==> config.mk <==
export PLATFORM = sky130hd
export DESIGN_NAME = routerOutputPort
export DESIGN_NICKNAME = d
export VERILOG_FILES = /design/src/rtl/routerPkg.sv /design/src/rtl/routerOutputPort.sv /design/src/rtl/outputMux.sv /design/src/rtl/flitStage.sv /design/src/rtl/grantArbiter.sv /design/src/rtl/portTimer.sv
export SDC_FILE = /design/constraint.sdc
export NUM_CORES = 1
export LEC_CHECK = 0
export BUFFER_PORTS_ARGS = -buffer_cell sky130_fd_sc_hd__buf_2
export CORE_MARGIN = 2
export CORE_UTILIZATION = 50
export DETAILED_ROUTE_END_ITERATION = 8
export PLACE_DENSITY = 0.73
export SLEW_MARGIN = 20
export SYNTH_ARGS = -nofsm -noshare
export SYNTH_HDL_FRONTEND = slang
export SYNTH_SLANG_ARGS = --single-unit
==> constraint.sdc <==
create_clock -name clk -period 4.1 [get_ports clk]
set_clock_uncertainty 0.05 [all_clocks]
set_input_delay 0 -clock clk [delete_from_list [all_inputs] [get_ports clk]]
set_output_delay 0 -clock clk [all_outputs]
set_load 0.01 [all_outputs]
==> src/rtl/routerPkg.sv <==
package routerPkg;

  localparam int NumPorts = 5;

  // Fixed port order Local, North, East, West, South
  typedef logic [2:0] portIdx_t;

  localparam portIdx_t PortLocal = 3'd0;
  localparam portIdx_t PortNorth = 3'd1;
  localparam portIdx_t PortEast  = 3'd2;
  localparam portIdx_t PortWest  = 3'd3;
  localparam portIdx_t PortSouth = 3'd4;

  typedef enum logic [2:0] {
    KindIdle = 3'd0,
    KindHead = 3'd1,
    KindBody = 3'd2,
    KindTail = 3'd4
  } flitKind_t;

  typedef struct packed {
    flitKind_t   kind;
    logic [11:0] pktLength;
    logic [16:0] srcTag;
  } headFlit_t;

  typedef struct packed {
    flitKind_t   kind;
    logic [28:0] payload;
  } bodyFlit_t;

  // One word read as head or as data depending on kind
  typedef union packed {
    headFlit_t head;
    bodyFlit_t body;
  } flit_u;

  typedef struct packed {
    logic  req;
    flit_u flit;
  } portIn_t;

  // One-hot with bit 0 as idle
  typedef logic [5:0] grant_t;

  localparam grant_t GrantIdle  = 6'b000001;
  localparam grant_t GrantLocal = 6'b000010;
  localparam grant_t GrantNorth = 6'b000100;
  localparam grant_t GrantEast  = 6'b001000;
  localparam grant_t GrantWest  = 6'b010000;
  localparam grant_t GrantSouth = 6'b100000;

endpackage
==> src/rtl/routerOutputPort.sv <==
`timescale 1ns/1ns

module routerOutputPort import routerPkg::*; #(
  parameter logic [11:0] MaxHold = 12'd64
) (
  input  logic     clk,
  input  logic     rst,
  input  portIn_t  portsIn [NumPorts],
  output flit_u    outFlit,
  output logic     outValid,
  output portIdx_t outPort,
  output logic     pktDone,
  output grant_t   grant
);

  portIn_t             staged [NumPorts];
  logic [NumPorts-1:0] stagedOpen;

  grantArbiter #(
    .MaxHold(MaxHold)
  ) arbiter0 (
    .clk     (clk),
    .rst     (rst),
    .portsIn (portsIn),
    .grant   (grant)
  );

  // Flits line up with the registered grant
  flitStage stage0 (
    .clk        (clk),
    .rst        (rst),
    .portsIn    (portsIn),
    .staged     (staged),
    .stagedOpen (stagedOpen)
  );

  outputMux mux0 (
    .grant      (grant),
    .staged     (staged),
    .stagedOpen (stagedOpen),
    .outFlit    (outFlit),
    .outValid   (outValid),
    .outPort    (outPort),
    .pktDone    (pktDone)
  );

endmodule

==> src/rtl/outputMux.sv <==
`timescale 1ns/1ns

module outputMux import routerPkg::*; (
  input  grant_t              grant,
  input  portIn_t             staged [NumPorts],
  input  logic [NumPorts-1:0] stagedOpen,
  output flit_u               outFlit,
  output logic                outValid,
  output portIdx_t            outPort,
  output logic                pktDone
);

  portIdx_t sel;
  logic     granted;
  portIn_t  picked;

  // One-hot grant to port index
  always_comb
  begin
    granted = 1'b1;
    case (grant)
      GrantLocal: sel = PortLocal;
      GrantNorth: sel = PortNorth;
      GrantEast:  sel = PortEast;
      GrantWest:  sel = PortWest;
      GrantSouth: sel = PortSouth;
      default:
      begin
        sel     = PortLocal;   // Idle
        granted = 1'b0;
      end
    endcase
  end

  assign picked   = staged[sel];
  assign outValid = granted && picked.req;
  assign outFlit  = outValid ? picked.flit : '0;
  assign outPort  = sel;

  // A forwarded tail has already closed its port's packet
  assign pktDone = outValid && (picked.flit.body.kind == KindTail) && !stagedOpen[sel];

endmodule

==> src/rtl/flitStage.sv <==
`timescale 1ns/1ns

module flitStage import routerPkg::*; (
  input  logic                clk,
  input  logic                rst,
  input  portIn_t             portsIn [NumPorts],
  output portIn_t             staged [NumPorts],
  output logic [NumPorts-1:0] stagedOpen
);

  logic [NumPorts-1:0] isHead;
  logic [NumPorts-1:0] isTail;
  logic [NumPorts-1:0] orphan;
  logic [NumPorts-1:0] openNext;
  logic [NumPorts-1:0] stagedReq;
  flit_u               stagedFlit [NumPorts];

  for (genvar p = 0; p < NumPorts; p++)
  begin : gPort
    assign isHead[p] = portsIn[p].req && (portsIn[p].flit.head.kind == KindHead);
    assign isTail[p] = portsIn[p].req && (portsIn[p].flit.body.kind == KindTail);

    // Body or tail with no packet open on this port
    assign orphan[p] = portsIn[p].req && !stagedOpen[p] &&
                       ((portsIn[p].flit.body.kind == KindBody) ||
                        (portsIn[p].flit.body.kind == KindTail));

    assign openNext[p] = isHead[p] || (stagedOpen[p] && !isTail[p]);

    assign staged[p] = {stagedReq[p], stagedFlit[p]};
  end

  always_ff @(posedge clk)
  begin
    if (rst)
    begin
      stagedReq  <= '0;
      stagedOpen <= '0;
    end
    else
    begin
      stagedReq  <= reqsIn() & ~orphan;
      stagedOpen <= openNext;
    end
  end

  always_ff @(posedge clk)
  begin
    for (int p = 0; p < NumPorts; p++)
      stagedFlit[p] <= portsIn[p].flit;
  end

  function automatic logic [NumPorts-1:0] reqsIn();
    logic [NumPorts-1:0] r;
    for (int p = 0; p < NumPorts; p++)
      r[p] = portsIn[p].req;
    return r;
  endfunction

endmodule

==> src/rtl/grantArbiter.sv <==
`timescale 1ns/1ns

module grantArbiter import routerPkg::*; #(
  parameter logic [11:0] MaxHold = 12'd64
) (
  input  logic    clk,
  input  logic    rst,
  input  portIn_t portsIn [NumPorts],
  output grant_t  grant
);

  logic [NumPorts-1:0] reqs;
  logic [NumPorts-1:0] timesUp;
  logic [NumPorts-1:0] runTimer;
  grant_t              nextGrant;

  // First requester at or after start with wraparound, or idle when nobody asks
  function automatic grant_t firstReq(input int start, input logic [NumPorts-1:0] r);
    grant_t g;
    int     idx;
    g = GrantIdle;
    for (int off = NumPorts - 1; off >= 0; off--)
    begin
      idx = start + off;
      if (idx >= NumPorts)
        idx = idx - NumPorts;
      if (r[idx])
      begin
        g          = '0;
        g[idx + 1] = 1'b1;   // Lowest offset is visited last and wins
      end
    end
    return g;
  endfunction

  for (genvar p = 0; p < NumPorts; p++)
  begin : gPort
    assign reqs[p] = portsIn[p].req;

    portTimer #(
      .MaxHold(MaxHold)
    ) timer0 (
      .clk     (clk),
      .rst     (rst),
      .flit    (portsIn[p].flit),
      .run     (runTimer[p]),
      .timesUp (timesUp[p])
    );
  end

  always_comb
  begin
    nextGrant = GrantIdle;
    runTimer  = '0;
    if (grant == GrantIdle)
      nextGrant = firstReq(0, reqs);
    else if ($onehot(grant))
    begin
      for (int p = 0; p < NumPorts; p++)
      begin
        if (grant[p + 1])
        begin
          if (reqs[p] && !timesUp[p])
          begin
            nextGrant   = grant;   // Hold
            runTimer[p] = 1'b1;
          end
          else
          begin
            // Rotate so the current port comes last
            nextGrant = firstReq(p + 1, reqs);
          end
        end
      end
    end
  end

  always_ff @(posedge clk)
  begin
    if (rst)
      grant <= GrantIdle;
    else
      grant <= nextGrant;
  end

endmodule

==> src/rtl/portTimer.sv <==
`timescale 1ns/1ns

module portTimer import routerPkg::*; #(
  parameter logic [11:0] MaxHold = 12'd64
) (
  input  logic  clk,
  input  logic  rst,
  input  flit_u flit,
  input  logic  run,
  output logic  timesUp
);

  logic [11:0] limit;
  logic [11:0] count;
  logic [11:0] capped;

  assign capped = (flit.head.pktLength < MaxHold) ? flit.head.pktLength : MaxHold;

  always_ff @(posedge clk)
  begin
    if (rst)
    begin
      limit <= '0;
      count <= '0;
    end
    else
    begin
      if (flit.head.kind == KindHead)
        limit <= capped;   // Reloaded on every head
      if (run)
        count <= count + 12'd1;
      else
        count <= '0;
    end
  end

  // Expiry ends the hold after limit plus one granted cycles
  assign timesUp = (count == limit);

endmodule

==> impl_metrics.ini <==
[power]
clockPowerShare_pct = 38.3
p_sw_share_pct = 28.23
vdd.ir_drop.worst_v = 0.0003490
seq_power_share_pct = 42.4
combPwrFrac_pct = 19.3
p_per_area_mw_per_mm2 = 479.6
p_leak_nw = 6.420
p_switching_mw = 2.032
internal_power_mw = 5.164
p_total_mw = 7.196

[run_status]
outcome = finished clean

[cells_and_area]
area_growth_pct = 36.82
drive_gt1_share_pct = 18.86
filler_cell_count = 1559
design_area_mm2 = 0.01500
regArea_mm2 = 0.005927
nets = 1677
fin_util_pct = 69.18
multiInputGateArea_mm2 = 0.004775

[sta]
hold_viol = 0
rsz0062_at_grt = false
fmax_mhz = 256.2
hold-worst-slack_ns = 0.04435
period_needed_ns = 3.903
tightest_slew_ns = 1.070
slew_headroom_pct = 28.11
fin_tns_setup_ns = 0
fin_crit_sh_pct = 95.18
slew_violations = 0
setup_viol = 0

[place]
gp_congestion = 0.9570
io_buffers = 209
post_dp_cell_area_mm2 = 0.01233
dpl.hpwl_um = 22010

[worst_setup_path]
cp-start-kind = flop
critPathMaxFanout = 19
slowest_stage = dfxtp_1
critPathBufInv = 4
crit_start = arbiter0.grant[1]
crit_path_cell_trace = inv_1 > ha_1 > and3_1 > a31oi_4 > inv_2 > buf_4 > mux2i_1 > a211oi_1 > a21oi_1 > nor2_1 > buf_2
max_stage_delay_ns = 0.48
path_delay_family = buffers and inverters
cp.depth = 11
critPathKind = flop to output port
endpoint_kind = output port
r2r_cells = 12
arrival_ns = 3.85
cp.required_ns = 4.05
r2r-start = arbiter0.grant[1]

[floorplanning]
core_mm2 = 0.02169
die_x_um = 152.1
fp.dieH_um = 152.1
die_area_mm2 = 0.02313
rows = 54
io_pins = 210
initial_core_util_pct = 50.56

[drt]
num_vias = 9831
via_per_inst = 5.483
ant_nets = 0
totalWireLength_um = 34300
post-route-drc-count = 0
drtIter0Drc = 597
post_drt_wl_per_cell_um = 19.13
dr.pass1.iters = 5

[synth]
syn_area_mm2 = 0.01097
postSynthAreaPerCell_um2 = 9.843
ys_types = 53
muxShareOfSynthArea_pct = 3.024
synth-main-ff-cell = dfxtp_1
seq_area_frac_synth_pct = 54.04
synth_edf_count = 0
synth_simple_gate_area_share_pct = 16.41
synthAdderAreaFrac_pct = 2.533
synth_seq_cells = 296
yosys_warnings = 0
async_reset_ff_share_pct = 0
synth_top_family_by_area = simple AND/OR/NAND/NOR gates
syn_inst = 1114
synth_xor_area_share_pct = 9.265
syn-num-nets = 1302
synth_compound_area_share_pct = 12.09

[clocking]
clkLatencyLatePin_ns = 0.54
root_buffer = clkbuf_16
cts_buffers = 29
cts_sinks = 296
cts_tree = built
htree_num_levels = 1
post-cts-setup-buffers = 0
cts_buffer_depth = 3
clk_pin_slew_ns = 0.07

[hold_path]
hold-path-cell-count = 2
hp-class = input port to flop
hold_path_startpoint = portsIn[68]

[global_routing]
grt_pass1_vias = 9863
antenna_found_initial = 2
grtUsageTotal_pct = 28.81
overflow = 0
grt_max_degree = 48
grt_pass1_wl_um = 53780

[run]
max_cap_violations = 0
cell families (layout without fill, tap and decap cells):
logic type / after synthesis / count (layout)
AOI/OAI and AO/OA: 198 / 198
buffers and inverters: 73 / 470
adders and majority gates: 21 / 21
and+or+nand+nor: 377 / 377
other: 0 / 2
xor gates and xnor gates: 116 / 116
muxes: 33 / 33
DFF: 296 / 296
path summary, 6_finish.rpt:
path	endpoint	slack, ns
worst min register to register	arbiter0.gPort[2].timer0.limit[5]	0.42
worst max register to register	arbiter0.gPort[1].timer0.count[10]	0.83
worst max-delay path	outFlit[9]	0.20
worst min-delay path	stage0.stagedFlit[0][66]	0.04
worst register-to-register path, delay by kind of cell (launching register included):
family                   cells  cell delay [ns]
adder cells (fa/ha/maj)      3             0.96
flip-flops                   1             0.48
buffers and inverters        4             0.49
AND/OR/NAND/NOR              5             1.23
what timing repair did:
item,CTS,global route
hold endpoints to repair,210,0
endpoints found under the setup margin,0,1
hold buffers,166,0
gates resized for setup,0,1
Yosys cell counts (all sizes together), types with 2 or more instances:
library cell	count	share of area, %
a2111oi	2	0.22
a211oi	35	2.4
a21oi	72	3.3
a221oi	33	2.6
a22o	5	0.40
a2bb2oi	2	0.16
a31oi	11	0.68
and2	31	1.8
and3	27	1.5
buf	13	0.58
clkbuf	35	1.2
dfxtp	296	54
fa	2	0.37
ha	19	2.2
inv	25	0.86
mux2i	32	2.9
nand2	64	2.2
nand2b	3	0.17
nand3	61	2.8
nand3b	4	0.27
nand4	9	0.51
nor2	126	4.3
nor2b	2	0.11
nor3	23	1.0
nor3b	2	0.14
nor4	15	0.86
o211ai	2	0.14
o21ai	20	0.91
o221ai	3	0.24
o31ai	3	0.21
or4	7	0.48
xnor2	37	3.0
xor2	79	6.3
layer usage:
| layer | up-vias | GRT usage [%] | wire length, um |
|---|---|---|---|
| met5 | - | 0 | 0 |
| met4 | 0 | 11.13 | 1388 |
| met3 | 109 | 3.993 | 2072 |
| met2 | 441 | 49.40 | 16610 |
| met1 | 4626 | 36.94 | 14230 |
| li1 | 4655 | - | - |
state kept, by name (all words and copies together), names as in the netlist:
signal and flops:
arbiter0.grant 6, stage0.stagedReq 5, arbiter0.gPort.timer0.count 60, arbiter0.gPort.timer0.limit 60, stage0.stagedOpen 5, stage0.stagedFlit 160
power by group through the flow:
| stage | logic (mW) | clock network (mW) | registers (mW) |
|---|---|---|---|
| 3_5_place_dp | 1.21 | 0 | 3.11 |
| 4_1_cts | 1.34 | 2.76 | 3.04 |
| 3_3_place_gp | 1.22 | 0 | 3.11 |
| 6_report | 1.39 | 2.76 | 3.05 |
| 2_1_floorplan | 0.727 | 0 | 3.10 |
| 5_1_grt | 1.48 | 2.90 | 3.06 |
per-stage QoR:
step                      setup slack [ns]  std cells
after floorplan                     0.9876       1114
after global placement              0.8406       1572
after detailed placement            0.7475       1572
after CTS                           0.2698       1791
after global routing               0.03632       1793
final                               0.1975       1793
layout by cell type (no fill, tap or decap), types with 3 or more instances in the layout:
master	count
dfxtp_1	295
buf_2	209
dlygate4sd3_1	166
nor2_1	126
xor2_1	79
a21oi_1	72
nand2_1	64
nand3_1	61
xnor2_1	37
a211oi_1	35
a221oi_1	33
mux2i_1	32
and2_1	31
clkbuf_16	29
and3_1	27
nor3_1	23
inv_1	22
o21ai_0	19
ha_1	19
buf_4	16
nor4_1	15
clkbuf_8	10
a31oi_1	9
nand4_1	9
or4_1	7
a22o_1	5
clkinvlp_4	5
nand3b_1	4
inv_2	3
o221ai_1	3
o31ai_1	3
nand2b_1	3
final cells by class:
cell class	instances	share of cell area (%)
flip-flops and latches	296	39.50
multi-input cells	745	31.82
repair buffers	392	18.98
clock buffers	41	5.804
well taps	280	2.335
clock inverters	12	0.8923
inverters	25	0.6255
diodes	2	0.03336
Power figures use the tool's default switching activity.
